$ cat src/common/regs_pkg.sv
`default_nettype none

package regs_pkg;

  // ---------------------------------------------------------
  // widths and sizes
  localparam int WORD_W         = 32;              // bus and data word
  localparam int ADDR_DEC_W     = 20;              // decoded address bits
  localparam int FIFO_DEPTH     = 512;             // push fifo entries
  localparam int FIFO_CNT_W     = 10;              // holds 0 .. 512
  localparam int FIFO_AFULL_LVL = FIFO_DEPTH - 1;  // one slot left
  localparam int BLOCK_WORDS    = 16;              // words per 512 bit block
  localparam int ROUNDS         = 64;
  localparam int HASH_WORDS     = 8;

  typedef logic [HASH_WORDS*WORD_W-1:0] hash_t;    // H0 in the top word

  localparam logic [WORD_W-1:0] CURRENT_DATE = 32'h24010101;  // yymmddss

  // ---------------------------------------------------------
  // register map, byte offsets
  localparam logic [ADDR_DEC_W-1:0] ADR_CTRL        = 20'h00000;
  localparam logic [ADDR_DEC_W-1:0] ADR_STATUS      = 20'h00004;
  localparam logic [ADDR_DEC_W-1:0] ADR_VERSION     = 20'h0000C;
  localparam logic [ADDR_DEC_W-1:0] ADR_SHA_CTRL    = 20'h00100;
  localparam logic [ADDR_DEC_W-1:0] ADR_SHA_STATUS  = 20'h00104;
  localparam logic [ADDR_DEC_W-1:0] ADR_SHA_PUSH    = 20'h0010C;  // write only
  localparam logic [ADDR_DEC_W-1:0] ADR_SHA_HASH_H7 = 20'h00110;  // H0 sits at 0x12c
  localparam logic [ADDR_DEC_W-1:0] ADR_SHA_FILL    = 20'h00130;

  // bit positions
  localparam int CTRL_ENABLE     = 0;
  localparam int SHA_CTRL_ENABLE = 0;
  localparam int SHA_CTRL_RESET  = 1;   // one-shot
  localparam int STAT_X11_ACT    = 0;
  localparam int STAT_SHA_ACT    = 4;
  localparam int SHA_ST_READY    = 0;
  localparam int SHA_ST_VALID    = 1;
  localparam int SHA_ST_EMPTY    = 4;
  localparam int SHA_ST_AFULL    = 5;
  localparam int SHA_ST_FULL     = 6;

  // engine phases
  localparam logic [1:0] PH_IDLE  = 2'd0;
  localparam logic [1:0] PH_LOAD  = 2'd1;
  localparam logic [1:0] PH_ROUND = 2'd2;
  localparam logic [1:0] PH_ADD   = 2'd3;

  // ---------------------------------------------------------
  // sha-256 constants
  localparam hash_t sha_iv = {32'h6a09e667, 32'hbb67ae85, 32'h3c6ef372, 32'ha54ff53a,
                              32'h510e527f, 32'h9b05688c, 32'h1f83d9ab, 32'h5be0cd19};

  localparam logic [WORD_W-1:0] sha_k [0:ROUNDS-1] = '{
    32'h428a2f98, 32'h71374491, 32'hb5c0fbcf, 32'he9b5dba5, 32'h3956c25b, 32'h59f111f1,
    32'h923f82a4, 32'hab1c5ed5, 32'hd807aa98, 32'h12835b01, 32'h243185be, 32'h550c7dc3,
    32'h72be5d74, 32'h80deb1fe, 32'h9bdc06a7, 32'hc19bf174, 32'he49b69c1, 32'hefbe4786,
    32'h0fc19dc6, 32'h240ca1cc, 32'h2de92c6f, 32'h4a7484aa, 32'h5cb0a9dc, 32'h76f988da,
    32'h983e5152, 32'ha831c66d, 32'hb00327c8, 32'hbf597fc7, 32'hc6e00bf3, 32'hd5a79147,
    32'h06ca6351, 32'h14292967, 32'h27b70a85, 32'h2e1b2138, 32'h4d2c6dfc, 32'h53380d13,
    32'h650a7354, 32'h766a0abb, 32'h81c2c92e, 32'h92722c85, 32'ha2bfe8a1, 32'ha81a664b,
    32'hc24b8b70, 32'hc76c51a3, 32'hd192e819, 32'hd6990624, 32'hf40e3585, 32'h106aa070,
    32'h19a4c116, 32'h1e376c08, 32'h2748774c, 32'h34b0bcb5, 32'h391c0cb3, 32'h4ed8aa4a,
    32'h5b9cca4f, 32'h682e6ff3, 32'h748f82ee, 32'h78a5636f, 32'h84c87814, 32'h8cc70208,
    32'h90befffa, 32'ha4506ceb, 32'hbef9a3f7, 32'hc67178f2
  };

  // rotate right, shared by schedule and round logic
  function automatic logic [WORD_W-1:0] ror(input logic [WORD_W-1:0] x, input int n);
    return (x >> n) | (x << (WORD_W - n));
  endfunction

endpackage

`default_nettype wire

$ cat src/sha256/sha256_sched.sv
`timescale 1ns/1ps
`default_nettype none

module sha256_sched import regs_pkg::*; (
  input  logic              clk_125mhz,
  input  logic              rstn_i,
  input  logic              load_i,        // shift in a message word
  input  logic [WORD_W-1:0] load_word_i,
  input  logic              step_i,        // shift in an expanded word
  output logic [WORD_W-1:0] w_o            // word of the current round
);

  logic [WORD_W-1:0] win [0:BLOCK_WORDS-1];  // win[0] is W(t)
  logic [WORD_W-1:0] w_next;

  function automatic logic [WORD_W-1:0] ssig0(input logic [WORD_W-1:0] x);
    return ror(x, 7) ^ ror(x, 18) ^ (x >> 3);
  endfunction

  function automatic logic [WORD_W-1:0] ssig1(input logic [WORD_W-1:0] x);
    return ror(x, 17) ^ ror(x, 19) ^ (x >> 10);
  endfunction

  // W(t+16) from W(t+14), W(t+9), W(t+1), W(t)
  assign w_next = ssig1(win[14]) + win[9] + ssig0(win[1]) + win[0];
  assign w_o    = win[0];

  always_ff @(posedge clk_125mhz) begin
    if (!rstn_i) begin
      for (int i = 0; i < BLOCK_WORDS; i++)
        win[i] <= '0;
    end else if (load_i || step_i) begin
      for (int i = 0; i < BLOCK_WORDS-1; i++)
        win[i] <= win[i+1];
      win[BLOCK_WORDS-1] <= load_i ? load_word_i : w_next;
    end
  end

endmodule

`default_nettype wire

$ cat src/sha256/sha256_engine.sv
`timescale 1ns/1ps
`default_nettype none

module sha256_engine import regs_pkg::*; (
  input  logic                  clk_125mhz,
  input  logic                  rstn_i,
  input  logic [FIFO_CNT_W-1:0] fifo_count_i,
  input  logic [WORD_W-1:0]     fifo_data_i,
  input  logic                  fifo_vld_i,
  output logic                  fifo_pop_o,
  output logic                  ready_o,
  output logic                  hash_valid_o,  // level, until the next start
  output hash_t                 hash_o
);

  logic [1:0]        phase;
  logic [6:0]        cnt;                  // pop count in load, round index in round
  logic              start;
  logic              sched_load;
  logic              sched_step;
  logic [WORD_W-1:0] w;
  logic [WORD_W-1:0] va, vb, vc, vd, ve, vf, vg, vh;  // working variables
  logic [WORD_W-1:0] t1, t2;
  hash_t             hash_sum;

  function automatic logic [WORD_W-1:0] bsig0(input logic [WORD_W-1:0] x);
    return ror(x, 2) ^ ror(x, 13) ^ ror(x, 22);
  endfunction

  function automatic logic [WORD_W-1:0] bsig1(input logic [WORD_W-1:0] x);
    return ror(x, 6) ^ ror(x, 11) ^ ror(x, 25);
  endfunction

  assign start      = (phase == PH_IDLE) && ready_o && (fifo_count_i >= BLOCK_WORDS);
  assign fifo_pop_o = (phase == PH_LOAD) && (cnt < BLOCK_WORDS);  // 16 back to back pops
  assign sched_load = (phase == PH_LOAD) && fifo_vld_i;
  assign sched_step = (phase == PH_ROUND);

  sha256_sched i_sha256_sched (
    .clk_125mhz  (clk_125mhz),
    .rstn_i      (rstn_i),
    .load_i      (sched_load),
    .load_word_i (fifo_data_i),
    .step_i      (sched_step),
    .w_o         (w)
  );

  // ---------------------------------------------------------
  // one compression round per cycle
  assign t1 = vh + bsig1(ve) + ((ve & vf) ^ (~ve & vg)) + sha_k[cnt[5:0]] + w;
  assign t2 = bsig0(va) + ((va & vb) ^ (va & vc) ^ (vb & vc));

  always_comb begin
    for (int i = 0; i < HASH_WORDS; i++)
      hash_sum[i*WORD_W +: WORD_W] = hash_o[i*WORD_W +: WORD_W] +
                                     {va, vb, vc, vd, ve, vf, vg, vh}[i*WORD_W +: WORD_W];
  end

  always_ff @(posedge clk_125mhz) begin
    if (start) begin
      {va, vb, vc, vd, ve, vf, vg, vh} <= hash_o;  // chain from current hash
    end else if (phase == PH_ROUND) begin
      {va, vb, vc, vd} <= {t1 + t2, va, vb, vc};
      {ve, vf, vg, vh} <= {vd + t1, ve, vf, vg};
    end
  end

  // ---------------------------------------------------------
  // phase sequencer
  always_ff @(posedge clk_125mhz) begin
    if (!rstn_i) begin
      phase        <= PH_IDLE;
      cnt          <= '0;
      ready_o      <= 1'b0;
      hash_valid_o <= 1'b0;
      hash_o       <= sha_iv;
    end else begin
      case (phase)
        PH_IDLE: begin
          ready_o <= ~start;
          if (start) begin
            hash_valid_o <= 1'b0;
            cnt          <= '0;
            phase        <= PH_LOAD;
          end
        end
        PH_LOAD: begin
          if (cnt < BLOCK_WORDS) begin
            cnt <= cnt + 7'd1;
          end else if (fifo_vld_i) begin   // last word lands a cycle after last pop
            cnt   <= '0;
            phase <= PH_ROUND;
          end
        end
        PH_ROUND: begin
          cnt <= cnt + 7'd1;
          if (cnt == ROUNDS-1)
            phase <= PH_ADD;
        end
        default: begin                     // add working state into the hash
          hash_o       <= hash_sum;
          hash_valid_o <= 1'b1;
          ready_o      <= 1'b1;
          phase        <= PH_IDLE;
        end
      endcase
    end
  end

endmodule

`default_nettype wire

$ cat config.mk
export PLATFORM = sky130hd
export DESIGN_NAME = sha256_engine
export DESIGN_NICKNAME = d
export VERILOG_FILES = /design/src/common/regs_pkg.sv /design/src/sha256/sha256_sched.sv /design/src/sha256/sha256_engine.sv
export SDC_FILE = /design/constraint.sdc
export NUM_CORES = 2
export LEC_CHECK = 0
export BUFFER_PORTS_ARGS = -buffer_cell sky130_fd_sc_hd__buf_2
export CORE_MARGIN = 5
export CORE_UTILIZATION = 50
export CTS_CLUSTER_DIAMETER = 80
export DETAILED_ROUTE_END_ITERATION = 8
export PLACE_DENSITY = 0.79
export REMOVE_ABC_BUFFERS = 1
export SLEW_MARGIN = 25
export SYNTH_ARGS = -nofsm -noshare
export SYNTH_HDL_FRONTEND = slang
export SYNTH_HIERARCHICAL = 1
export SYNTH_SLANG_ARGS = --single-unit
$ cat constraint.sdc
create_clock -name clk_125mhz -period 12.2 [get_ports clk_125mhz]
set_clock_uncertainty 0.15 [all_clocks]
set_input_delay 0.61 -clock clk_125mhz [delete_from_list [all_inputs] [get_ports clk_125mhz]]
set_output_delay 0.61 -clock clk_125mhz [all_outputs]
set_load 0.01 [all_outputs]
==> flow_summary.yaml <==
yosys:
  synthArstFlopShare_pct: 0
  number_of_synthesized_flops_with_an_enable_pin: 768
  synth_area_leaders: "sky130_fd_sc_hd__edfxtp_1 (34%), sky130_fd_sc_hd__dfxtp_1 (7.8%), sky130_fd_sc_hd__ha_1 (7.4%)"
  yosysTopAreaCellShare_pct: 33.69
  syn-cell-area_um2: 68450
  synth.distinct_cells: 101
  synth_ff_type: "sky130_fd_sc_hd__edfxtp_1"
  synthDominantAreaCellType: "sky130_fd_sc_hd__edfxtp_1"
  synth.yosys.warnings: 6
  synth.ff_latch_count: 1035
  synthesis.area_per_instance_um2: 9.481
  synth_sequential_area_ratio_pct: 41.50
  synthCells: 7220
die:
  die_area_um2: 144400
  io_pins: 304
  rows: 135
  core_area_um2: 135800
  initial_core_util_pct: 50.41
  chipHeight_um: 380.0
  die_width_um: 380.0
global_routing:
  number_of_global_route_vias_before_repair: 51820
  pin_count_of_the_biggest_net_entering_global_routing: 150
  globalRoute.totalOverflow: 0
  grt_util_all_layers_pct: 29.62
  wire_length_of_the_first_global_routing_pass_um: 328800
  antenna_found_initial: 10
clocking:
  cts.root.buffer_cell: "sky130_fd_sc_hd__clkbuf_16"
  cts-hold-fix-buffers: 11
  path_clk_slew_ns: 0.06
  tritoncts: "yes"
  clock_tree.buffer_depth: 3
  worstSkewPairLatency_ns: 0.79
  numCtsBuffers: 114
  cts_resized: 0
  clock_tree.htree_level_count: 3
  cts_num_sinks: 1035
  buffer_count_from_post_cts_setup_fixing: 0
worst_hold_path:
  worstHoldPathCells: 3
  timing.hold.worst.class: "input port to flop"
sta:
  final-setup-viol-count: 0
  final_critical_path_setup_slack_ns: 2.659
  setup_repair_after_global_routing_missed_its_margin: "no"
  slew_violations: 0
  timing_hold_violations_final: 0
  max_clock_freq_mhz: 104.8
  max_slew.worst_pin.slew_ns: 1.229
  finalSetupTns_ns: 0
  slew_headroom_pct: 18.08
  fin_crit_sh_pct: 78.21
  final.min_clock_period_ns: 9.541
critical_path:
  crit_buf_inv: 7
  critical-path-top-delay-family: "compound AO/OA/AOI/OAI gates"
  worst-r2r-cell-count: 36
  reg2reg_slack_ns: 2.66
  critical-path-max-stage-delay_ns: 0.56
  cell_occurring_most_often_along_the_worst_timing_path: "sky130_fd_sc_hd__inv_1"
  required_ns: 12.49
  crit_path_max_fanout: 40
  setup.worst_path.start_class: "flop"
  timing.critical_path.depth: 36
  regToRegEndpoint: "va[31]$_DFFE_PP_"
  setup.worst_path.class: "flop to flop"
  worst_endpoint_data_arrival_time_ns: 9.84
  critPathCapture: "va[31]$_DFFE_PP_"
  timing.critical_path.slowest_stage_cell: "sky130_fd_sc_hd__a2111oi_2"
  critPathCaptureType: "flop"
  setup.worst_path.start: "cnt[2]$_SDFFE_PN0P_"
  worstReg2RegStart: "cnt[2]$_SDFFE_PN0P_"
routing:
  first_pass_iters: 8
  wire_per_inst_um: 24.00
  postRouteWirelength_um: 221800
  initialDrtViolationCount: 5974
  routed_via_density: 5.967
  routed-via-count: 55170
  drc: 0
  ant_nets: 0
status:
  run_status: "complete, no violations"
cells_and_area:
  finish.instance_area_um2: 75320
  total_number_of_nets_in_the_final_design: 8007
  multiInputGateArea_um2: 36720
  seqCellArea_um2: 28410
  nFillCells: 11790
  syn2layout_area_growth_pct: 10.04
  share_of_post_route_cells_with_drive_strength_above_1_pct: 8.495
place:
  post-place-ws_ns: 2.840
  port-buffer-count: 299
  placement.cell_area_um2: 71460
  gp_routability_congestion: 1.004
  dp_hpwl_um: 165600
flow_run:
  cap_violations: 0
-- registers in the layout, summed over array words and instances, names as in the netlist --
name and cells:
i_sha256_sched/win 512, hash_o 256, va 32, vb 32, vc 32, vd 32
ve 32, vf 32, vg 32, vh 32, cnt 7, phase 2
hash_valid_o 1, ready_o 1
-- routing by layer --
metal / GRT usage [%] / share of wire [%] / up-vias
met2: 44.46 / 43 / 2651
met5: 0 / 0.018 / -
met3: 6.959 / 11 / 381
met1: 42.16 / 42 / 26870
met4: 10.42 / 3.9 / 6
li1: - / - / 25260
-- synth_stat cells (13+ instances only) --
| library cell | instances |
|---|---|
| sky130_fd_sc_hd__a21oi_1 | 430 |
| sky130_fd_sc_hd__nor3_1 | 88 |
| sky130_fd_sc_hd__nand2_1 | 967 |
| sky130_fd_sc_hd__nor2_1 | 467 |
| sky130_fd_sc_hd__mux2i_1 | 91 |
| sky130_fd_sc_hd__or3_1 | 47 |
| sky130_fd_sc_hd__xor2_1 | 176 |
| sky130_fd_sc_hd__inv_1 | 547 |
| sky130_fd_sc_hd__nand4_1 | 32 |
| sky130_fd_sc_hd__o31ai_1 | 42 |
| sky130_fd_sc_hd__nor3b_1 | 13 |
| sky130_fd_sc_hd__fa_1 | 195 |
| sky130_fd_sc_hd__ha_1 | 403 |
| sky130_fd_sc_hd__o21ai_1 | 33 |
| sky130_fd_sc_hd__a221o_1 | 13 |
| sky130_fd_sc_hd__a211oi_1 | 56 |
| sky130_fd_sc_hd__buf_1 | 27 |
| sky130_fd_sc_hd__a21o_1 | 175 |
| sky130_fd_sc_hd__o21a_1 | 42 |
| sky130_fd_sc_hd__o21ai_0 | 373 |
| sky130_fd_sc_hd__a22oi_1 | 14 |
| sky130_fd_sc_hd__or2_2 | 13 |
| sky130_fd_sc_hd__and3_1 | 46 |
| sky130_fd_sc_hd__nor2b_1 | 52 |
| sky130_fd_sc_hd__and2_1 | 509 |
| sky130_fd_sc_hd__nand2b_1 | 62 |
| sky130_fd_sc_hd__a31oi_1 | 60 |
| sky130_fd_sc_hd__a211o_1 | 19 |
| sky130_fd_sc_hd__a2111oi_0 | 16 |
| sky130_fd_sc_hd__clkbuf_1 | 311 |
| sky130_fd_sc_hd__mux2_2 | 34 |
| sky130_fd_sc_hd__xnor2_1 | 351 |
| sky130_fd_sc_hd__dfxtp_1 | 267 |
| sky130_fd_sc_hd__o21bai_1 | 45 |
| sky130_fd_sc_hd__edfxtp_1 | 768 |
| sky130_fd_sc_hd__nand3_1 | 130 |
| sky130_fd_sc_hd__o211ai_1 | 54 |
-- cells in the final DEF, fill, tap and decap left out, types with 14 or more instances in the layout --
cell / count
sky130_fd_sc_hd__a211oi_1: 56
sky130_fd_sc_hd__a21o_1: 175
sky130_fd_sc_hd__o21a_1: 42
sky130_fd_sc_hd__a211o_1: 19
sky130_fd_sc_hd__a21oi_1: 430
sky130_fd_sc_hd__a22oi_1: 14
sky130_fd_sc_hd__ha_1: 402
sky130_fd_sc_hd__clkbuf_1: 31
sky130_fd_sc_hd__nand2_1: 966
sky130_fd_sc_hd__or3_1: 47
sky130_fd_sc_hd__and3_1: 45
sky130_fd_sc_hd__a31oi_1: 60
sky130_fd_sc_hd__nor2b_1: 51
sky130_fd_sc_hd__nor3_1: 88
sky130_fd_sc_hd__inv_1: 544
sky130_fd_sc_hd__clkinv_1: 19
sky130_fd_sc_hd__o21ai_1: 33
sky130_fd_sc_hd__xnor2_1: 351
sky130_fd_sc_hd__buf_2: 298
sky130_fd_sc_hd__clkbuf_16: 117
sky130_fd_sc_hd__nand2b_1: 61
sky130_fd_sc_hd__dfxtp_1: 263
sky130_fd_sc_hd__o21ai_0: 373
sky130_fd_sc_hd__edfxtp_1: 768
sky130_fd_sc_hd__nand3_1: 129
sky130_fd_sc_hd__o21bai_1: 45
sky130_fd_sc_hd__nand4_1: 32
sky130_fd_sc_hd__fa_1: 195
sky130_fd_sc_hd__xor2_1: 176
sky130_fd_sc_hd__o211ai_1: 54
sky130_fd_sc_hd__and2_1: 508
sky130_fd_sc_hd__nor2_1: 466
sky130_fd_sc_hd__mux2i_1: 91
sky130_fd_sc_hd__a2111oi_0: 16
sky130_fd_sc_hd__clkinv_2: 25
sky130_fd_sc_hd__mux2_2: 34
sky130_fd_sc_hd__buf_4: 56
sky130_fd_sc_hd__o31ai_1: 42
-- worst min-delay path by stage --
stage | end | start
floorplan | phase[0]$_SDFFE_PN0P_ | phase[0]$_SDFFE_PN0P_
CTS | i_sha256_sched/win[15][18]$_SDFFCE_PN0P_ | fifo_data_i[18]
global route | i_sha256_sched/win[15][18]$_SDFFCE_PN0P_ | fifo_data_i[18]
global placement | hash_valid_o$_SDFFE_PN0P_ | hash_valid_o$_SDFFE_PN0P_
detailed placement | hash_valid_o$_SDFFE_PN0P_ | hash_valid_o$_SDFFE_PN0P_
finish | i_sha256_sched/win[15][18]$_SDFFCE_PN0P_ | fifo_data_i[18]
-- layout make-up --
cell class	count	share of cell area (%)
flip-flops and latches	1035	37.72
multi-input cells	5290	48.75
inverters	552	2.764
clock buffers	154	4.151
repair buffers	371	2.830
diodes	1	0.003322
well taps	1781	2.958
clock inverters	61	0.8256
-- kinds of logic (layout without fill, tap and decap cells) --
family	count (synthesis)	in the layout	share of synthesized area, %
buf+inv	895	1138	4.944
flops	1035	1035	41.50
xor+xnor	529	529	6.809
compound gates	1540	1540	14.21
fa+ha+maj	602	602	13.13
simple gates	2485	2485	17.25
mux	134	134	2.170
other cells	0	1	0
-- worst register-to-register path: cells and delay by family, from the launching register on --
| kind | cells | cell delay (ns) |
|---|---|---|
| flip-flops | 1 | 0.31 |
| AND/OR/NAND/NOR | 9 | 1.53 |
| XOR/XNOR | 2 | 0.45 |
| AO/OA/AOI/OAI | 12 | 3.14 |
| adder cells (fa/ha/maj) | 6 | 2.45 |
| buffers and inverters | 7 | 1.22 |
-- per-stage QoR --
step	std cells	hold WS, ns	util, %
global placement	9017	0.3076	52.61
CTS	9244	0.008821	55.46
detailed placement	9018	0.3212	52.62
finish	9245	0.05310	55.47
floorplan	6877	0.3158	-
global route	9244	0.01863	55.46
Power is left out: the tool's default activity adds up to more than one toggle a clock period on the data nets, which glitch-free logic cannot reach.
