[config.mk]
export PLATFORM = sky130hd
export DESIGN_NAME = bus_regs
export DESIGN_NICKNAME = d
export VERILOG_FILES = /design/src/common/regs_pkg.sv /design/src/design/bus_regs.sv
export SDC_FILE = /design/constraint.sdc
export NUM_CORES = 1
export LEC_CHECK = 0
export ABC_AREA = 1
export BUFFER_PORTS_ARGS = -buffer_cell sky130_fd_sc_hd__clkbuf_2
export CAP_MARGIN = 40
export CORE_AREA = 2 2 159 161
export CTS_BUF_LIST = sky130_fd_sc_hd__clkbuf_8
export DETAILED_ROUTE_END_ITERATION = 10
export DIE_AREA = 0 0 161 163
export PLACE_DENSITY = 0.69
export SLEW_MARGIN = 20
export SYNTH_ARGS = -nofsm -noshare
export SYNTH_HDL_FRONTEND = slang
export SYNTH_SLANG_ARGS = --single-unit
export TNS_END_PERCENT = 1
[constraint.sdc]
create_clock -name clk_125mhz -period 12.56 [get_ports clk_125mhz]
set_input_delay 2.512 -clock clk_125mhz [delete_from_list [all_inputs] [get_ports clk_125mhz]]
set_output_delay 2.512 -clock clk_125mhz [all_outputs]
set_load 0.01 [all_outputs]
[src/common/regs_pkg.sv]
`default_nettype none

package regs_pkg;

  // ---------------------------------------------------------
  // widths and sizes
  localparam int WORD_W         = 32;              // bus and data word
  localparam int ADDR_DEC_W     = 20;              // decoded address bits
  localparam int FIFO_DEPTH     = 512;             // push fifo entries
  localparam int FIFO_CNT_W     = 10;              // holds 0 .. 512
  localparam int FIFO_AFULL_LVL = FIFO_DEPTH - 1;  // one slot left
  localparam int BLOCK_WORDS    = 16;              // words per 512 bit block
  localparam int ROUNDS         = 64;
  localparam int HASH_WORDS     = 8;

  typedef logic [HASH_WORDS*WORD_W-1:0] hash_t;    // H0 in the top word

  localparam logic [WORD_W-1:0] CURRENT_DATE = 32'h24010101;  // yymmddss

  // ---------------------------------------------------------
  // register map, byte offsets
  localparam logic [ADDR_DEC_W-1:0] ADR_CTRL        = 20'h00000;
  localparam logic [ADDR_DEC_W-1:0] ADR_STATUS      = 20'h00004;
  localparam logic [ADDR_DEC_W-1:0] ADR_VERSION     = 20'h0000C;
  localparam logic [ADDR_DEC_W-1:0] ADR_SHA_CTRL    = 20'h00100;
  localparam logic [ADDR_DEC_W-1:0] ADR_SHA_STATUS  = 20'h00104;
  localparam logic [ADDR_DEC_W-1:0] ADR_SHA_PUSH    = 20'h0010C;  // write only
  localparam logic [ADDR_DEC_W-1:0] ADR_SHA_HASH_H7 = 20'h00110;  // H0 sits at 0x12c
  localparam logic [ADDR_DEC_W-1:0] ADR_SHA_FILL    = 20'h00130;

  // bit positions
  localparam int CTRL_ENABLE     = 0;
  localparam int SHA_CTRL_ENABLE = 0;
  localparam int SHA_CTRL_RESET  = 1;   // one-shot
  localparam int STAT_X11_ACT    = 0;
  localparam int STAT_SHA_ACT    = 4;
  localparam int SHA_ST_READY    = 0;
  localparam int SHA_ST_VALID    = 1;
  localparam int SHA_ST_EMPTY    = 4;
  localparam int SHA_ST_AFULL    = 5;
  localparam int SHA_ST_FULL     = 6;

  // engine phases
  localparam logic [1:0] PH_IDLE  = 2'd0;
  localparam logic [1:0] PH_LOAD  = 2'd1;
  localparam logic [1:0] PH_ROUND = 2'd2;
  localparam logic [1:0] PH_ADD   = 2'd3;

  // ---------------------------------------------------------
  // sha-256 constants
  localparam hash_t sha_iv = {32'h6a09e667, 32'hbb67ae85, 32'h3c6ef372, 32'ha54ff53a,
                              32'h510e527f, 32'h9b05688c, 32'h1f83d9ab, 32'h5be0cd19};

  localparam logic [WORD_W-1:0] sha_k [0:ROUNDS-1] = '{
    32'h428a2f98, 32'h71374491, 32'hb5c0fbcf, 32'he9b5dba5, 32'h3956c25b, 32'h59f111f1,
    32'h923f82a4, 32'hab1c5ed5, 32'hd807aa98, 32'h12835b01, 32'h243185be, 32'h550c7dc3,
    32'h72be5d74, 32'h80deb1fe, 32'h9bdc06a7, 32'hc19bf174, 32'he49b69c1, 32'hefbe4786,
    32'h0fc19dc6, 32'h240ca1cc, 32'h2de92c6f, 32'h4a7484aa, 32'h5cb0a9dc, 32'h76f988da,
    32'h983e5152, 32'ha831c66d, 32'hb00327c8, 32'hbf597fc7, 32'hc6e00bf3, 32'hd5a79147,
    32'h06ca6351, 32'h14292967, 32'h27b70a85, 32'h2e1b2138, 32'h4d2c6dfc, 32'h53380d13,
    32'h650a7354, 32'h766a0abb, 32'h81c2c92e, 32'h92722c85, 32'ha2bfe8a1, 32'ha81a664b,
    32'hc24b8b70, 32'hc76c51a3, 32'hd192e819, 32'hd6990624, 32'hf40e3585, 32'h106aa070,
    32'h19a4c116, 32'h1e376c08, 32'h2748774c, 32'h34b0bcb5, 32'h391c0cb3, 32'h4ed8aa4a,
    32'h5b9cca4f, 32'h682e6ff3, 32'h748f82ee, 32'h78a5636f, 32'h84c87814, 32'h8cc70208,
    32'h90befffa, 32'ha4506ceb, 32'hbef9a3f7, 32'hc67178f2
  };

  // rotate right, shared by schedule and round logic
  function automatic logic [WORD_W-1:0] ror(input logic [WORD_W-1:0] x, input int n);
    return (x >> n) | (x << (WORD_W - n));
  endfunction

endpackage

`default_nettype wire

[src/design/bus_regs.sv]
`timescale 1ns/1ps
`default_nettype none

module bus_regs import regs_pkg::*; (
  input  logic                  clk_125mhz,
  input  logic                  rstn_125mhz,
  input  logic [WORD_W-1:0]     sys_addr_i,
  input  logic [WORD_W-1:0]     sys_wdata_i,
  input  logic                  sys_wen_i,
  input  logic                  sys_ren_i,
  input  logic [FIFO_CNT_W-1:0] fifo_count_i,
  input  logic                  fifo_empty_i,
  input  logic                  fifo_afull_i,
  input  logic                  fifo_full_i,
  input  logic                  sha_ready_i,
  input  logic                  sha_valid_i,
  input  hash_t                 hash_words_i,
  output logic [WORD_W-1:0]     sys_rdata_o,
  output logic                  sys_ack_o,
  output logic                  x11_activated_o,
  output logic                  sha_rstn_o,
  output logic                  push_o,
  output logic [WORD_W-1:0]     push_data_o
);

  logic [ADDR_DEC_W-1:0] adr;
  logic [ADDR_DEC_W-1:0] hoff;             // offset into the hash window
  logic [WORD_W-1:0]     ctrl_q;
  logic [WORD_W-1:0]     sha_ctrl_q;
  logic [WORD_W-1:0]     status_w;
  logic [WORD_W-1:0]     sha_status_w;
  logic [WORD_W-1:0]     rd_word;

  assign adr  = sys_addr_i[ADDR_DEC_W-1:0];  // upper bits don't care
  assign hoff = adr - ADR_SHA_HASH_H7;

  // ---------------------------------------------------------
  // write decode
  always_ff @(posedge clk_125mhz) begin
    if (!rstn_125mhz) begin
      ctrl_q     <= '0;
      sha_ctrl_q <= '0;
      push_o     <= 1'b0;
    end else begin
      sha_ctrl_q[SHA_CTRL_RESET] <= 1'b0;  // self clearing
      push_o                     <= 1'b0;
      if (sys_wen_i) begin
        case (adr)
          ADR_CTRL:     ctrl_q     <= sys_wdata_i;
          ADR_SHA_CTRL: sha_ctrl_q <= sys_wdata_i;
          ADR_SHA_PUSH: push_o     <= 1'b1;  // one word into the fifo
          default: ;
        endcase
      end
    end
  end

  always_ff @(posedge clk_125mhz) begin
    if (sys_wen_i && adr == ADR_SHA_PUSH)
      push_data_o <= sys_wdata_i;
  end

  // activation, sha part held in reset unless both enables are up
  always_ff @(posedge clk_125mhz) begin
    if (!rstn_125mhz) begin
      x11_activated_o <= 1'b0;
      sha_rstn_o      <= 1'b0;
    end else begin
      x11_activated_o <= ctrl_q[CTRL_ENABLE];
      sha_rstn_o      <= ctrl_q[CTRL_ENABLE] & sha_ctrl_q[SHA_CTRL_ENABLE] &
                         ~sha_ctrl_q[SHA_CTRL_RESET];
    end
  end

  // ---------------------------------------------------------
  // status words
  always_comb begin
    status_w                     = '0;
    status_w[STAT_X11_ACT]       = x11_activated_o;
    status_w[STAT_SHA_ACT]       = sha_rstn_o;
    sha_status_w                 = '0;
    sha_status_w[SHA_ST_READY]   = sha_ready_i;
    sha_status_w[SHA_ST_VALID]   = sha_valid_i;
    sha_status_w[SHA_ST_EMPTY]   = fifo_empty_i & sha_rstn_o;  // idle part reports nothing
    sha_status_w[SHA_ST_AFULL]   = fifo_afull_i;
    sha_status_w[SHA_ST_FULL]    = fifo_full_i;
  end

  // read mux
  always_comb begin
    rd_word = '0;                          // unmapped reads 0
    case (adr)
      ADR_CTRL:       rd_word = ctrl_q;
      ADR_STATUS:     rd_word = status_w;
      ADR_VERSION:    rd_word = CURRENT_DATE;
      ADR_SHA_CTRL: begin
        rd_word                 = sha_ctrl_q;
        rd_word[SHA_CTRL_RESET] = 1'b0;    // one-shot never reads back
      end
      ADR_SHA_STATUS: rd_word = sha_status_w;
      ADR_SHA_FILL:   rd_word = WORD_W'(fifo_count_i);
      default: begin
        // H7 at the low address, H0 at the top
        if (hoff < ADDR_DEC_W'(HASH_WORDS * 4) && hoff[1:0] == 2'b00)
          rd_word = hash_words_i[hoff[4:2]*WORD_W +: WORD_W];
      end
    endcase
  end

  // ---------------------------------------------------------
  // bus response, one cycle after the strobe
  always_ff @(posedge clk_125mhz) begin
    if (!rstn_125mhz) begin
      sys_ack_o   <= 1'b0;
      sys_rdata_o <= '0;
    end else begin
      sys_ack_o <= sys_wen_i | sys_ren_i;
      if (sys_ren_i)
        sys_rdata_o <= rd_word;
    end
  end

endmodule

`default_nettype wire

==> summary.md, run 1 <==
| Metric | Value |
|---|---|
| Req. time, crit path | `12.92 ns` |
| Sequential area share after synthesis | `0.343` |
| Hold Startpoint | `sha_ctrl_q[1]` |
| DR vias/cell | `4.94` |
| Clock transition at the registers of the reported paths | `0.09 ns` |
| IO Count | `407` |
| Ys flop type | `dfxtp_1` |
| CTS tree | `done` |
| WL/cell | `16.2 um` |
| Minimum clock period after layout | `5.63 ns` |
| Post-synthesis cell area | `8630 um^2` |
| Crit-path max FO | `40` |
| Top cells by area, synth | `dfxtp_1, nand2_1, edfxtp_1, nand3_1, inv_1` |
| Final period util | `0.448` |
| #FFs+latches synth | `132` |
| Core ar. | `24700 um^2` |
| FFs w/ async S/R, synth | `0` |
| Fmax | `178 MHz` |
| Clk_lat worst skew | `0.44 ns` |
| H-tree depth | `4` |
| # Post-CTS Setup Buffers | `0` |
| Worst setup margin | `6.93 ns` |
| VDD IR max | `0.0685 mV` |
| Worst Setup Slack post-DPL | `6.47 ns` |
| Total number of vias | `9906` |
| PD cells | `89.7 nW/um^2` |
| Final instance area | `11100 um^2` |
| RSZ-0062 raised after global routing | `false` |
| Initial antenna violation count | `0` |
| Number of max-cap violations | `0` |
| Layout Area Growth over Synthesis | `29.0%` |
| Starting Density | `0.350` |
| Global placer's final weighted congestion | `0.950` |
| Routed Antenna Nets | `0` |
| Endpoints failing setup | `0` |
| Synth warn | `0` |
| Clock Skew | `0.0192 ns` |
| Worst r2r src | `sha_ctrl_q[14]` |
| Hold WS | `0.421 ns` |
| Leak | `5.48 nW` |
| Layout Nets | `2005` |
| TritonCTS Buffers | `17` |
| Detail Placement HPWL | `24400 um` |
| Clock tree sinks | `132` |
| Detailed Route WL | `32600 um` |
| Largest net degree at the start of global routing | `70` |
| Die area | `26200 um^2` |
| Critical path arrival | `5.99 ns` |
| Crit Path Class | `in -> reg` |
| Post-CTS sizing | `0` |
| Status | `complete, no violations` |
| IO buf count | `394` |
| R2R Setup Slk | `11.51 ns` |
| Cts hold-fix bufs | `0` |
| Rel. slew slack | `0.456` |
| Global Route Usage Sum | `0.241` |
| Die X | `161 um` |
| Root Buffer | `clkbuf_8` |
| Synth area leader | `dfxtp_1` |
| Site row count | `58` |
| Placed Instance Area | `10700 um^2` |
| Total grt overflow | `0` |
| Startpoint Class | `input port` |
| Most common cell in the netlist | `nand2_1` |
| Depth of the worst register-to-register path | `4` |
| Antenna cells | `0` |
| Avg Cell Area, Syn | `6.53 um^2` |
| WHS Endpoint | `sha_rstn_o` |
| R2r endpoint | `sys_rdata_o[14]` |
| Hold Crit Depth | `1` |
| First-pass GRT wire length | `49600 um` |
| Synth top cells by count | `nand2_1, inv_1, nand3_1` |
| Yosys top cell area share | `0.232` |
| Crit end category | `flip-flop` |
| Vias in the first global route | `9393` |
| Cells after Synth | `1321` |
| Share of layout cells above drive strength 1 | `0.306` |
| Fin. Hold Viols | `0` |
| Worst hold path class | `reg -> reg` |
| Pins Over Slew Limit | `0` |
| Die height | `163 um` |
| Unique masters post-synth | `36` |
| Maximum clock insertion buffer count | `2` |
| Setup TNS | `0 ns` |
| Net Count, Synth | `1662` |
| Initial DRC count | `587` |
| TritonRoute pass-1 iters | `5` |
| Post-route DRC | `0` |
| Slew at the pin closest to its max-slew limit | `0.816 ns` |
| EDFF count, synth | `32` |
## layout by cell type, fill, tap and decap left out, drive strengths merged
cell type	Yosys	routed
a211oi	56	56
a21o	1	1
a21oi	67	67
and2	1	1
and3	2	2
buf	53	16
bufinv	0	2
clkbuf	33	412
clkinv	1	6
clkinvlp	0	1
dfxtp	100	100
edfxtp	32	32
ha	2	2
inv	154	160
nand2	387	387
nand3	121	121
nand3b	1	1
nand4	9	9
nor2	129	129
nor3	35	35
nor3b	1	1
nor4	2	2
o211ai	31	31
o21ai	101	101
o21bai	1	1
xor2	1	1
## through the flow
step                 util  total power, mW  instances
floorplan               -            0.551       1321
global placement    0.433            0.644       1973
detailed placement  0.435            0.646       1975
CTS                 0.451             1.01       2007
global route        0.451             1.05       2007
finish              0.451            0.998       2007
## worst max-delay path: stages
cell,delay (ns)
clkbuf_2,0.08
buf_4,0.24
inv_2,0.51
ha_1,0.34
nand2_2,0.15
nor3_2,0.25
nand2_2,0.34
nor2_4,0.66
buf_4,0.56
nor2_1,0.10
a211oi_2,0.17
## where the power goes
group | leakage, nW | total (mW) | internal [mW] | switching [mW]
clock | 0.206 | 0.363 | 0.184 | 0.179
sequential | 1.10 | 0.442 | 0.439 | 0.00295
combinational | 4.17 | 0.193 | 0.0786 | 0.114
## metal layers
metal  vias to the layer above  global-route usage  routed length [um]
met3                        40              0.0474                2320
met1                      4439               0.296               13400
met4                         0              0.0751                 801
met2                       420               0.424               16000
li1                       5007                   -                   -
met5                         -                   0                   0
## cell families after synthesis
logic type                 after synthesis  synth area share
and+or+nand+nor                        688             0.337
AOI/OAI and AO/OA                      257             0.197
buffers and inverters                  241             0.118
DFF                                    132             0.343
adders and majority gates                2           0.00290
xor gates and xnor gates                 1           0.00102
## worst max path at each step
stage | startpoint | to | cells after the start
floorplan | sys_addr_i[4] | push_data_o[0] | 8
global placement | sys_addr_i[4] | sha_ctrl_q[26] | 11
detailed placement | sys_addr_i[4] | sha_ctrl_q[26] | 11
CTS | sys_addr_i[4] | sha_ctrl_q[26] | 11
global route | sys_addr_i[4] | sha_ctrl_q[26] | 11
finish | sys_addr_i[4] | sha_ctrl_q[30] | 11
## state kept, by name (all words and copies together), names as in the netlist
signal,cells
x11_activated_o,1
push_o,1
sha_ctrl_q,32
sys_rdata_o,32
push_data_o,32
ctrl_q,32
sha_rstn_o,1
sys_ack_o,1
## area by class of cell
type / count / area [um^2]
clock buffer: 18 / 248
clock inverter: 14 / 151
fill: 2633 / 13600
inverter: 155 / 582
multi-input combinational: 948 / 4650
sequential: 132 / 2960
tap: 330 / 413
timing repair buffer: 410 / 2120
No activity file was read; power rests on OpenSTA's default activity.
==> inputs of run 2 (changes only) <==
- clock period: 12.56 -> 5.9 ns (I/O delays scaled with it)
==> run 2 against run 1 <==
Net effect:
- combinational power rose by 110%
- via count shrank 0.26%
- register-to-register slack got worse by 6.6 ns
- setup slack got worse by 5.0 ns
- final cell count about the same
- power grew 120%
- largest power group unchanged
- sequential power increased by 110%
==> summary.md, run 2 (synthesized netlist as in run 1, its figures left out) <==
| Metric | Value |
|---|---|
| WL/cell | `16.5 um` |
| Die height | `163 um` |
| IO Count | `407` |
| Fin. Hold Viols | `0` |
| Starting Density | `0.350` |
| Pins Over Slew Limit | `0` |
| DR vias/cell | `4.92` |
| Commonest non-fill, non-tap cell in the layout | `clkbuf_2` |
| Placed Instance Area | `10700 um^2` |
| Initial DRC count | `709` |
| Crit end category | `flip-flop` |
| Crit Path Class | `in -> reg` |
| Detail Placement HPWL | `24900 um` |
| Slew at the pin closest to its max-slew limit | `0.839 ns` |
| Largest net degree at the start of global routing | `68` |
| Commonest non-fill, non-tap cells in the layout | `clkbuf_2, nand2_1, inv_1, nand3_1, nor2_1` |
| Antenna cells | `0` |
| Fmax | `252 MHz` |
| Post-route DRC | `0` |
| Clock Skew | `0.0139 ns` |
| Final instance area | `11100 um^2` |
| CTS tree | `done` |
| Status | `complete, no violations` |
| Final period util | `0.671` |
| Crit-path max FO | `42` |
| Clk_lat worst skew | `0.44 ns` |
| Die area | `26200 um^2` |
| Clock transition at the registers of the reported paths | `0.09 ns` |
| Share of layout cells above drive strength 1 | `0.306` |
| Initial antenna violation count | `0` |
| Post-CTS sizing | `0` |
| Global placer's final weighted congestion | `0.903` |
| RSZ-0062 raised after global routing | `false` |
| Endpoints failing setup | `0` |
| Minimum clock period after layout | `3.96 ns` |
| Vias in the first global route | `9499` |
| Critical path arrival | `4.32 ns` |
| Site row count | `58` |
| Root Buffer | `clkbuf_8` |
| Setup TNS | `0 ns` |
| Number of max-cap violations | `0` |
| Clock tree sinks | `132` |
| Total grt overflow | `0` |
| Cts hold-fix bufs | `0` |
| Routed Antenna Nets | `0` |
| Startpoint Class | `input port` |
| IO buf count | `394` |
| First-pass GRT wire length | `50700 um` |
| # Post-CTS Setup Buffers | `0` |
| VDD IR max | `0.126 mV` |
| Detailed Route WL | `33100 um` |
| Worst hold path class | `reg -> reg` |
| Total number of vias | `9880` |
| Die X | `161 um` |
| Core ar. | `24700 um^2` |
| TritonCTS Buffers | `17` |
| Req. time, crit path | `6.25 ns` |
| Leak | `5.49 nW` |
| PD cells | `194 nW/um^2` |
| Layout Area Growth over Synthesis | `29.2%` |
| Maximum clock insertion buffer count | `2` |
| H-tree depth | `4` |
| TritonRoute pass-1 iters | `5` |
| Global Route Usage Sum | `0.246` |
| Rel. slew slack | `0.441` |
| Layout Nets | `2006` |
## run 2: report_power, final
part / total, mW / switching (mW) / internal (mW) / leakage [nW]
Sequential: 0.941 / 0.00630 / 0.935 / 1.10
Clock: 0.807 / 0.384 / 0.423 / 0.211
Combinational: 0.414 / 0.246 / 0.168 / 4.18
## run 2: per-layer routing
metal,global-route usage,vias up,wire length (um)
met5,0,-,0
met4,0.0682,0,763
met3,0.0451,44,1960
met2,0.434,345,16200
met1,0.308,4483,14200
li1,-,5008,-
## run 2: final cells by class
type | count | area, um^2
Inverter | 155 | 582
Timing Repair Buffer | 411 | 2120
Tap cell | 330 | 413
Clock buffer | 17 | 234
Multi-Input combinational cell | 948 | 4650
Clock inverter | 15 | 181
Sequential cell | 132 | 2960
Fill cell | 2641 | 13500
## run 2: through the flow
step | cells | total power [mW] | hold slack [ns] | util | worst slack, ns
CTS | 2008 | 2.17 | 0.431 | 0.452 | 1.97
floorplan | 1321 | 1.17 | 0.366 | - | 1.01
finish | 2008 | 2.16 | 0.418 | 0.452 | 1.94
global route | 2008 | 2.27 | 0.451 | 0.452 | 1.70
global placement | 1974 | 1.37 | 0.409 | 0.433 | 1.63
detailed placement | 1976 | 1.38 | 0.411 | 0.435 | 1.50
## run 2: worst paths after layout
kind | from | endpoint | slack, ns | cells past startpoint
max | sys_addr_i[4] | sha_ctrl_q[23] | 1.94 | 10
min reg2reg | sha_ctrl_q[1] | sha_rstn_o | 0.42 | 1
min | sha_ctrl_q[1] | sha_rstn_o | 0.42 | 1
max reg2reg | ctrl_q[29] | sys_rdata_o[29] | 4.90 | 4
## run 2: critical path: stages
cell	delay, ns
clkbuf_2	0.09
inv_2	0.45
ha_1	0.36
nand2_2	0.15
nor3_2	0.25
nand2_2	0.33
nor2_4	0.60
buf_4	0.55
nor2_1	0.13
a211oi_2	0.20
