`config.mk`:
```
export PLATFORM = sky130hd
export DESIGN_NAME = hash_capture
export DESIGN_NICKNAME = d
export VERILOG_FILES = /design/src/common/regs_pkg.sv /design/src/sha256/hash_capture.sv
export SDC_FILE = /design/constraint.sdc
export NUM_CORES = 1
export LEC_CHECK = 0
export BUFFER_PORTS_ARGS = -buffer_cell sky130_fd_sc_hd__buf_2
export CAP_MARGIN = 30
export CORE_AREA = 3 3 199 201
export DETAILED_ROUTE_END_ITERATION = 10
export DIE_AREA = 0 0 202 204
export SLEW_MARGIN = 20
export SYNTH_ARGS = -nofsm -noshare
export SYNTH_HDL_FRONTEND = slang
export SYNTH_SLANG_ARGS = --single-unit
```
`constraint.sdc`:
```
create_clock -name clk_125mhz -period 1.2 [get_ports clk_125mhz]
set_clock_uncertainty 0.1 [all_clocks]
set_input_delay 0.3 -clock clk_125mhz [delete_from_list [all_inputs] [get_ports clk_125mhz]]
set_output_delay 0.3 -clock clk_125mhz [all_outputs]
set_load 0.005 [all_outputs]
```
`src/common/regs_pkg.sv`:
```
`default_nettype none

package regs_pkg;

  // ---------------------------------------------------------
  // widths and sizes
  localparam int WORD_W         = 32;              // bus and data word
  localparam int ADDR_DEC_W     = 20;              // decoded address bits
  localparam int FIFO_DEPTH     = 512;             // push fifo entries
  localparam int FIFO_CNT_W     = 10;              // holds 0 .. 512
  localparam int FIFO_AFULL_LVL = FIFO_DEPTH - 1;  // one slot left
  localparam int BLOCK_WORDS    = 16;              // words per 512 bit block
  localparam int ROUNDS         = 64;
  localparam int HASH_WORDS     = 8;

  typedef logic [HASH_WORDS*WORD_W-1:0] hash_t;    // H0 in the top word

  localparam logic [WORD_W-1:0] CURRENT_DATE = 32'h24010101;  // yymmddss

  // ---------------------------------------------------------
  // register map, byte offsets
  localparam logic [ADDR_DEC_W-1:0] ADR_CTRL        = 20'h00000;
  localparam logic [ADDR_DEC_W-1:0] ADR_STATUS      = 20'h00004;
  localparam logic [ADDR_DEC_W-1:0] ADR_VERSION     = 20'h0000C;
  localparam logic [ADDR_DEC_W-1:0] ADR_SHA_CTRL    = 20'h00100;
  localparam logic [ADDR_DEC_W-1:0] ADR_SHA_STATUS  = 20'h00104;
  localparam logic [ADDR_DEC_W-1:0] ADR_SHA_PUSH    = 20'h0010C;  // write only
  localparam logic [ADDR_DEC_W-1:0] ADR_SHA_HASH_H7 = 20'h00110;  // H0 sits at 0x12c
  localparam logic [ADDR_DEC_W-1:0] ADR_SHA_FILL    = 20'h00130;

  // bit positions
  localparam int CTRL_ENABLE     = 0;
  localparam int SHA_CTRL_ENABLE = 0;
  localparam int SHA_CTRL_RESET  = 1;   // one-shot
  localparam int STAT_X11_ACT    = 0;
  localparam int STAT_SHA_ACT    = 4;
  localparam int SHA_ST_READY    = 0;
  localparam int SHA_ST_VALID    = 1;
  localparam int SHA_ST_EMPTY    = 4;
  localparam int SHA_ST_AFULL    = 5;
  localparam int SHA_ST_FULL     = 6;

  // engine phases
  localparam logic [1:0] PH_IDLE  = 2'd0;
  localparam logic [1:0] PH_LOAD  = 2'd1;
  localparam logic [1:0] PH_ROUND = 2'd2;
  localparam logic [1:0] PH_ADD   = 2'd3;

  // ---------------------------------------------------------
  // sha-256 constants
  localparam hash_t sha_iv = {32'h6a09e667, 32'hbb67ae85, 32'h3c6ef372, 32'ha54ff53a,
                              32'h510e527f, 32'h9b05688c, 32'h1f83d9ab, 32'h5be0cd19};

  localparam logic [WORD_W-1:0] sha_k [0:ROUNDS-1] = '{
    32'h428a2f98, 32'h71374491, 32'hb5c0fbcf, 32'he9b5dba5, 32'h3956c25b, 32'h59f111f1,
    32'h923f82a4, 32'hab1c5ed5, 32'hd807aa98, 32'h12835b01, 32'h243185be, 32'h550c7dc3,
    32'h72be5d74, 32'h80deb1fe, 32'h9bdc06a7, 32'hc19bf174, 32'he49b69c1, 32'hefbe4786,
    32'h0fc19dc6, 32'h240ca1cc, 32'h2de92c6f, 32'h4a7484aa, 32'h5cb0a9dc, 32'h76f988da,
    32'h983e5152, 32'ha831c66d, 32'hb00327c8, 32'hbf597fc7, 32'hc6e00bf3, 32'hd5a79147,
    32'h06ca6351, 32'h14292967, 32'h27b70a85, 32'h2e1b2138, 32'h4d2c6dfc, 32'h53380d13,
    32'h650a7354, 32'h766a0abb, 32'h81c2c92e, 32'h92722c85, 32'ha2bfe8a1, 32'ha81a664b,
    32'hc24b8b70, 32'hc76c51a3, 32'hd192e819, 32'hd6990624, 32'hf40e3585, 32'h106aa070,
    32'h19a4c116, 32'h1e376c08, 32'h2748774c, 32'h34b0bcb5, 32'h391c0cb3, 32'h4ed8aa4a,
    32'h5b9cca4f, 32'h682e6ff3, 32'h748f82ee, 32'h78a5636f, 32'h84c87814, 32'h8cc70208,
    32'h90befffa, 32'ha4506ceb, 32'hbef9a3f7, 32'hc67178f2
  };

  // rotate right, shared by schedule and round logic
  function automatic logic [WORD_W-1:0] ror(input logic [WORD_W-1:0] x, input int n);
    return (x >> n) | (x << (WORD_W - n));
  endfunction

endpackage

`default_nettype wire

```
`src/sha256/hash_capture.sv`:
```
`timescale 1ns/1ps
`default_nettype none

module hash_capture import regs_pkg::*; (
  input  logic  clk_125mhz,
  input  logic  rstn_i,
  input  logic  hash_valid_i,
  input  hash_t hash_i,
  output hash_t hash_words_o   // stable until the next block completes
);

  logic valid_q;               // for rising edge detect

  always_ff @(posedge clk_125mhz) begin
    if (!rstn_i) begin
      valid_q      <= 1'b0;
      hash_words_o <= '0;      // reads 0 while held in reset
    end else begin
      valid_q <= hash_valid_i;
      if (hash_valid_i && !valid_q)
        hash_words_o <= hash_i;
    end
  end

endmodule

`default_nettype wire

```
==> impl_metrics.yaml, run 1 <==
status:
  status: "finished with violations"
  violations: "setup timing"
logic_synthesis:
  yosys.area_share.simple_pct: 18.6
  syn_area_per_cell_um2: 9.40
  synth_nets: 1372
  synth_adder_area_share_pct: 0
  synth_xor_area_share_pct: 0
  synth_seq_area_share_pct: 49.2
  yosys_warnings: 0
  synth.mux.area_fraction_pct: 24.5
  synthesis.instances: 1113
  synth_compound_area_share_pct: 0
  synth_cell_types: 11
  syn-cell-area_um2: 10500
  synth_top_family_by_area: "multiplexers"
  yosys_register_bits: 257
final_layout:
  area_growth_pct: 86.0
  final_cells: 2516
  drive_above_1_share_pct: 48.9
  n_antenna_cell: 0
  postLayoutCellArea_um2: 19500
  nNetsFinal: 2245
detailed_routing:
  drt-vias-per-instance: 4.46
  drt_iter0_drc: 574
  vias: 11200
  wl_per_cell_um: 16.4
  wirelength_mm: 41.3
  drc_errors: 0
  detail-route-antenna-nets: 0
  drtPass1Iterations: 7
placed_design:
  placed_area_um2: 13500
  placedCellCount: 2114
  gp_congestion: 0.851
  io_buffer_count: 514
  dp_hpwl_mm: 23.9
grt:
  grt.total_usage_pct: 17.5
  grt_util_met2_pct: 32.5
  grt_pass1_wl_mm: 59.5
  grt-ovfl-total: 0
  grtUsageMet3_pct: 4.75
  busiest_layer: "met2"
  gr-usage-met1_pct: 18.8
  grt_antenna_before_repair: 0
  grt_max_degree: 57
  grt_pass1_vias: 11500
worst_setup_path:
  cp_max_fo: 13
  cp_slowest_stage_delay_ns: 0.32
  path_class: "flop to flop"
  crit_arrival_ns: 1.81
  start_kind: "flop"
  crit_path_end_kind: "flop"
  cp.required_ns: 1.54
  cp_cell_sequence: "nor2b_4 > buf_12 > buf_4 > buf_6 > mux2i_1"
  worst_path_max_delay_cell: "dfxtp_2"
power_and_ir_drop:
  p_seq_share_pct: 41.9
  powerDensity_nw_per_um2: 1180
  vdd_ir_drop_max_uv: 991
  total_power_mw: 22.9
  p_sw_share_pct: 24.9
  clock_power_share_pct: 38.9
  internal_power_mw: 17.2
  p_switching_mw: 5.70
  leakage_nw: 9.28
  pwr-share-comb_pct: 19.1
timing:
  final.setup.tns_ns: -75.67
  maxSlewViolCount: 0
  max_clock_freq_ghz: 0.680
  rsz0062_at_grt: "true"
  setup_ws_ns: -0.271
  hold_violations: 0
  finalCriticalPeriod_ns: 1.47
  tightest_slew_ns: 0.467
  finalSetupViolCount: 511
  fin_crit_sh_pct: 123
  relSlewSlack_pct: 68.8
floorplan:
  ios: 515
  start_util_pct: 27.7
  core_area_um2: 37800
  die_y_um: 204
  die-width_um: 202
  die_area_um2: 41200
  fp-row-count: 71
clock_tree:
  clock_latency_ns: 0.54
  cts.htree.levels: 1
  cts_buffers: 28
  cts.path.max_buffers: 3
  cts_root_buffer: "clkbuf_16"
  path_clk_slew_ns: 0.06
  cts_sinks: 257
  cts_tree: "yes"
hold_path:
  hp-class: "input port to flop"
run:
  cap_violations: 0
placed cells by master (no fill, tap or decap), drive strengths merged:
master / instances
and2: 1
buf: 672
bufinv: 2
clkbuf: 43
clkinv: 4
dfxtp: 257
dlygate4sd3: 257
mux2i: 256
nand2: 512
nor2b: 1
worst max-delay path: cells and delay by family, from the launching register on:
family / cells / cell delay, ns
buffers and inverters: 3 / 0.47
DFF: 1 / 0.32
muxes: 1 / 0.29
and+or+nand+nor: 1 / 0.16
layout make-up:
class,count,area [um2]
multi-input combinational,770,4530
fill,3030,18300
clock buffer,43,858
clock inverter,6,80.1
sequential,257,5470
tap,511,639
timing repair buffer,929,7890
per-layer routing:
layer	routed length (um)	vias to the layer above	share of wire [%]
li1	-	5322	-
met1	15200	5229	37
met2	21200	523	51
met3	3090	135	7.5
met4	1880	0	4.6
met5	0	-	0
through the flow:
step | hold slack, ns | setup WS, ns | utilization, %
floorplan | 0.322 | 0.0240 | -
global placement | 0.338 | -0.168 | 35.8
detailed placement | 0.344 | -0.267 | 35.8
CTS | 0.0870 | -0.244 | 48.9
global route | 0.107 | -0.326 | 51.6
finish | 0.126 | -0.271 | 51.6
state kept, by name, indices dropped and copies added, names as in the netlist:
signal        count
hash_words_o    256
valid_q           1
cell usage after synthesis:
| library cell | number | area [um2] |
|---|---|---|
| buf_8 | 5 | 75.1 |
| clkbuf_1 | 4 | 15.0 |
| mux2i_1 | 256 | 2560 |
| dfxtp_1 | 257 | 5140 |
| nor2b_4 | 1 | 13.8 |
| buf_2 | 53 | 265 |
| nand2_1 | 512 | 1920 |
| buf_4 | 1 | 7.51 |
| buf_6 | 1 | 11.3 |
| and2_1 | 1 | 6.26 |
| buf_12 | 22 | 440 |
power groups by stage:
stage	combinational, mW	sequential [mW]	clock (mW)
global placement	2.72	9.52	0
floorplan	1.45	9.57	0
CTS	3.87	9.52	9.01
finish	4.38	9.59	8.91
global route	4.67	9.64	9.43
detailed placement	2.76	9.53	0
timing repair:
action | CTS | global route
hold endpoints to repair | 257 | 0
gates resized for setup | 381 | 97
setup endpoints to repair | 507 | 511
hold buffers | 257 | 0
gates cloned | 4 | 0
buffers inserted | 23 | 69
worst paths after layout:
check,to,slack (ns),start,cells past startpoint
worst max-delay path,hash_words_o[126],-0.27,valid_q,5
worst min-delay path,hash_words_o[123],0.13,rstn_i,4
worst max register to register,hash_words_o[126],-0.27,valid_q,5
worst min register to register,hash_words_o[121],0.35,hash_words_o[121],2
cell families after synthesis:
kind of cell,Yosys count
DFF,257
muxes,256
buffers and inverters,86
and+or+nand+nor,514
No activity file was read; power rests on OpenSTA's default activity.
==> run 2: changes to the inputs <==
--- a/config.mk
+++ b/config.mk
@@ -6,10 +6,12 @@
 export NUM_CORES = 1
 export LEC_CHECK = 0
 export BUFFER_PORTS_ARGS = -buffer_cell sky130_fd_sc_hd__buf_2
-export CAP_MARGIN = 30
+export CAP_MARGIN = 20
 export CORE_AREA = 3 3 199 201
 export DETAILED_ROUTE_END_ITERATION = 10
 export DIE_AREA = 0 0 202 204
+export PLACE_DENSITY = 0.65
+export SETUP_SLACK_MARGIN = 0.15
 export SLEW_MARGIN = 20
 export SYNTH_ARGS = -nofsm -noshare
 export SYNTH_HDL_FRONTEND = slang
==> run 2 against run 1 <==
Effect of this change: the flow still finishes with violations (setup timing); setup slack got worse by 0.072 ns; via count grew 4.2%; count of clock-buffer cells in the layout down 6; final cell count up 0.20%; combinational power up 13%; largest power group unchanged.
==> impl_metrics.yaml, run 2 (same netlist as run 1, synthesis figures left out) <==
detailed_routing:
  drtPass1Iterations: 5
  drc_errors: 0
  drt_iter0_drc: 630
  drt-vias-per-instance: 4.63
  wirelength_mm: 45.8
  wl_per_cell_um: 18.2
  detail-route-antenna-nets: 0
  vias: 11700
worst_setup_path:
  start_kind: "flop"
  path_class: "flop to flop"
  crit_arrival_ns: 1.88
  cp_max_fo: 7
  cp.required_ns: 1.53
  rr_worst_depth: 6
  crit_path_end_kind: "flop"
timing:
  finalCriticalPeriod_ns: 1.54
  setup_ws_ns: -0.343
  maxSlewViolCount: 0
  hold_ws_ns: 0.0962
  tightest_slew_ns: 0.333
  fin_crit_sh_pct: 129
  rsz0062_at_grt: "true"
  finalSetupViolCount: 512
  max_clock_freq_ghz: 0.648
  hold_violations: 0
  relSlewSlack_pct: 77.8
  final.setup.tns_ns: -89.05
power_and_ir_drop:
  p_seq_share_pct: 41.8
  p_switching_mw: 5.85
  powerDensity_nw_per_um2: 1130
  internal_power_mw: 17.1
  clock_power_share_pct: 36.5
  p_sw_share_pct: 25.5
  pwr-share-comb_pct: 21.6
  vdd_ir_drop_max_uv: 991
  leakage_nw: 9.55
placed_design:
  dp_hpwl_mm: 23.1
  io_buffer_count: 514
  placed_area_um2: 13500
  gp_congestion: 0.832
final_layout:
  fill_cells: 2813
  area_growth_pct: 94.0
  largest_reg_flops: 256
  layout.cells.most_common: "nand2_1"
  largest_register: "hash_words_o"
  multi_input_area_um2: 4660
  drive_above_1_share_pct: 50.0
  postLayoutCellArea_um2: 20300
  seqCellArea_um2: 5470
  final_cell_mix: "nand2_1, buf_2, dlygate4sd3_1, dfxtp_2, mux2i_1"
  reg_top3: "hash_words_o x256, valid_q x1"
  nNetsFinal: 2252
hold_path:
  hold_path_depth: 4
  hp-class: "input port to flop"
floorplan:
  die_y_um: 204
  core_area_um2: 37800
  die-width_um: 202
  die_area_um2: 41200
  start_util_pct: 27.7
  ios: 515
  fp-row-count: 71
clock_tree:
  cts_sinks: 257
  path_clk_slew_ns: 0.06
  cts_buffers: 28
  cts.path.max_buffers: 3
  clock_latency_ns: 0.53
  cts_root_buffer: "clkbuf_16"
  cts.htree.levels: 1
  cts_tree: "yes"
grt:
  grt_pass1_wl_mm: 64.3
  grt_pass1_vias: 12100
  grt.total_usage_pct: 19.1
  grt_antenna_before_repair: 2
  grt_max_degree: 45
  grt-ovfl-total: 0
status:
  status: "finished with violations"
  violations: "setup timing"
run:
  cap_violations: 0
[run 2: critical path: stages (launching register included)]
cell	delay [ns]
dfxtp_2	0.32
nor2b_4	0.12
buf_12	0.16
buf_16	0.16
buf_12	0.13
buf_16	0.13
mux2i_1	0.30
[run 2: metrics by stage]
step           power, mW  utilization, %  cells  setup WS [ns]
2_1_floorplan       11.0               -   1113         0.0240
3_3_place_gp        12.2            35.8   2108         -0.187
3_5_place_dp        12.3            35.8   2108         -0.215
4_1_cts             22.3            50.9   2467         -0.247
5_1_grt             23.8            53.8   2521         -0.402
6_report            23.0            53.8   2521         -0.343
[run 2: power by group through the flow]
stage / clock, mW / sequential (mW) / combinational (mW)
2_1_floorplan: 0 / 9.57 / 1.46
3_3_place_gp: 0 / 9.52 / 2.70
3_5_place_dp: 0 / 9.53 / 2.75
4_1_cts: 8.48 / 9.52 / 4.30
5_1_grt: 8.88 / 9.64 / 5.24
6_report: 8.38 / 9.60 / 4.97
[run 2: worst paths after layout]
path / slack [ns] / startpoint / end
worst max-delay path: -0.34 / valid_q / hash_words_o[44]
worst max register to register: -0.34 / valid_q / hash_words_o[44]
worst min register to register: 0.35 / hash_words_o[210] / hash_words_o[210]
worst min-delay path: 0.1 / rstn_i / hash_words_o[246]
[run 2: cell type report]
type / instances / share of cell area [%]
Clock buffer: 37 / 3.97
Tap cell: 511 / 3.15
Timing Repair Buffer: 936 / 42.6
Sequential cell: 257 / 26.9
Multi-Input combinational cell: 770 / 23.0
Antenna cell: 2 / 0.0247
Clock inverter: 8 / 0.351
[run 2: timing repair]
action / in CTS / in global routing
setup buffers: 37 / 45
hold buffers: 257 / 0
setup endpoints to repair: 510 / 512
hold endpoints to repair: 257 / 0
pin swaps: 0 / 0
gates cloned: 20 / 7
resized for setup: 447 / 105
[run 2: metal layers]
layer	global-route usage, %	part of all wire, %	wire length, um
met4	9.79	5.2	2380
met1	19.9	35	16200
met2	35.7	52	23800
met5	0	0	0
met3	4.51	7.6	3490
==> run 3: changes to the inputs <==
--- a/config.mk
+++ b/config.mk
@@ -10,7 +10,7 @@
 export CORE_AREA = 3 3 199 201
 export DETAILED_ROUTE_END_ITERATION = 10
 export DIE_AREA = 0 0 202 204
-export PLACE_DENSITY = 0.65
+export PLACE_DENSITY = 0.63
 export SETUP_SLACK_MARGIN = 0.15
 export SLEW_MARGIN = 20
 export SYNTH_ARGS = -nofsm -noshare
==> constraint.sdc (replaced) <==
create_clock -name clk_125mhz -period 1.9 [get_ports clk_125mhz]
set_clock_uncertainty 0.1 [all_clocks]
set_input_delay 0.475 -clock clk_125mhz [delete_from_list [all_inputs] [get_ports clk_125mhz]]
set_output_delay 0.475 -clock clk_125mhz [all_outputs]
set_load 0.005 [all_outputs]
==> run 3 against run 2 <==
Effect of this change: the run now ends clean; non-clock buffer count decreased by 362; global-route usage decreased by 5.1 points; sequential power decreased by 38%; first-iteration DRC count decreased by 42%; final area decreased by 29%; critical endpoint is now hash_words_o[123]; die area unchanged.
==> impl_metrics.yaml, run 3 (same netlist as run 1, synthesis figures left out) <==
clock_tree:
  cts.path.max_buffers: 3
  cts_buffers: 29
  cts_tree: "yes"
  cts.htree.levels: 1
  ctsHoldBuffers: 0
  path_clk_slew_ns: 0.06
  post_cts_resized: 0
  clock_latency_ns: 0.53
  cts_root_buffer: "clkbuf_16"
  cts_sinks: 257
  post_cts_buffers: 0
placed_design:
  placed_area_um2: 13500
  placedCellCount: 2112
  gp_congestion: 0.827
  preCtsSetupSlack_ns: 0.221
  dp_hpwl_mm: 23.4
  io_buffer_count: 514
floorplan:
  core_area_um2: 37800
  ios: 515
  die_area_um2: 41200
  start_util_pct: 27.7
  die-width_um: 202
  fp-row-count: 71
  die_y_um: 204
final_layout:
  postLayoutCellArea_um2: 14300
  largest_reg_flops: 256
  final_util_pct: 38.0
  layout.cells.most_common: "buf_2"
  reg_top3: "hash_words_o x256, valid_q x1"
  n_antenna_cell: 0
  nNetsFinal: 1891
  area_growth_pct: 37.0
  final_cell_mix: "buf_2, nand2_1, dfxtp_1, mux2i_1, buf_4"
  drive_above_1_share_pct: 37.1
  largest_register: "hash_words_o"
  final_cells: 2157
detailed_routing:
  drc_errors: 0
  detail-route-antenna-nets: 0
  vias: 9062
  wirelength_mm: 30.9
  drt-vias-per-instance: 4.20
  drtPass1Iterations: 4
  drt_iter0_drc: 367
  wl_per_cell_um: 14.3
power_and_ir_drop:
  vdd_ir_drop_max_uv: 583
  leakage_nw: 7.29
  total_power_mw: 12.7
  powerDensity_nw_per_um2: 889
timing:
  relSlewSlack_pct: 75.9
  tightest_slew_ns: 0.362
  finalSetupViolCount: 0
  hold_ws_ns: 0.0689
  setup_ws_ns: 0.224
  hold_violations: 0
  final.setup.tns_ns: 0
  max_clock_freq_ghz: 0.597
  finalCriticalPeriod_ns: 1.68
  fin_crit_sh_pct: 88.2
  maxSlewViolCount: 0
  rsz0062_at_grt: "false"
worst_setup_path:
  cp_max_fo: 2
  path_class: "flop to primary output"
  cp_num_buf_inv: 1
  crit_path_end_kind: "primary output"
  cp.required_ns: 1.32
  worst_path_max_delay_cell: "dfxtp_1"
  cp_slowest_stage_delay_ns: 0.41
  cpLargestDelayFamily: "flip-flops"
  cp_cell_sequence: "buf_2"
  crit_arrival_ns: 1.10
  r2r_slack_ns: 0.51
  start_kind: "flop"
run:
  cap_violations: 0
grt:
  grt.total_usage_pct: 13.9
  grt_pass1_wl_mm: 47.5
  grt_antenna_before_repair: 1
  grt_max_degree: 67
  grt_pass1_vias: 9156
  grt-ovfl-total: 0
status:
  status: "finished clean"
hold_path:
  hp-class: "input port to flop"
## run 3: cell count changes in the layout (fill, tap and decap cells not counted), sizes merged
cell	delta
buf	-98
clkbuf	-3
clkinv	-4
diode	-2
dlygate4sd3	-257
## run 3: area by class of cell
type	instances	area, um2
clock inverter	4	47.5
timing repair buffer	574	3210
fill	3793	23400
tap	511	639
sequential	257	5140
multi-input combinational	770	4500
clock buffer	41	791
## run 3: where the power goes
group          switching, mW  internal [mW]
registers              0.177           5.74
clock network           2.14           2.98
logic                  0.837          0.864
## run 3: layer usage
metal	global-route usage, %	vias to the layer above	wire [um]
met5	0	-	8
met4	4.83	2	900
met3	4.24	58	2580
met2	24.3	311	14900
met1	16.3	4105	12500
li1	-	4586	-
## run 3: worst paths after layout
| kind | from | endpoint | depth (start not counted) |
|---|---|---|---|
| worst max-delay path | hash_words_o[123] | hash_words_o[123] | 1 |
| worst min-delay path | hash_valid_i | valid_q | 2 |
| worst max register to register | valid_q | hash_words_o[106] | 4 |
| worst min register to register | hash_words_o[1] | hash_words_o[1] | 2 |
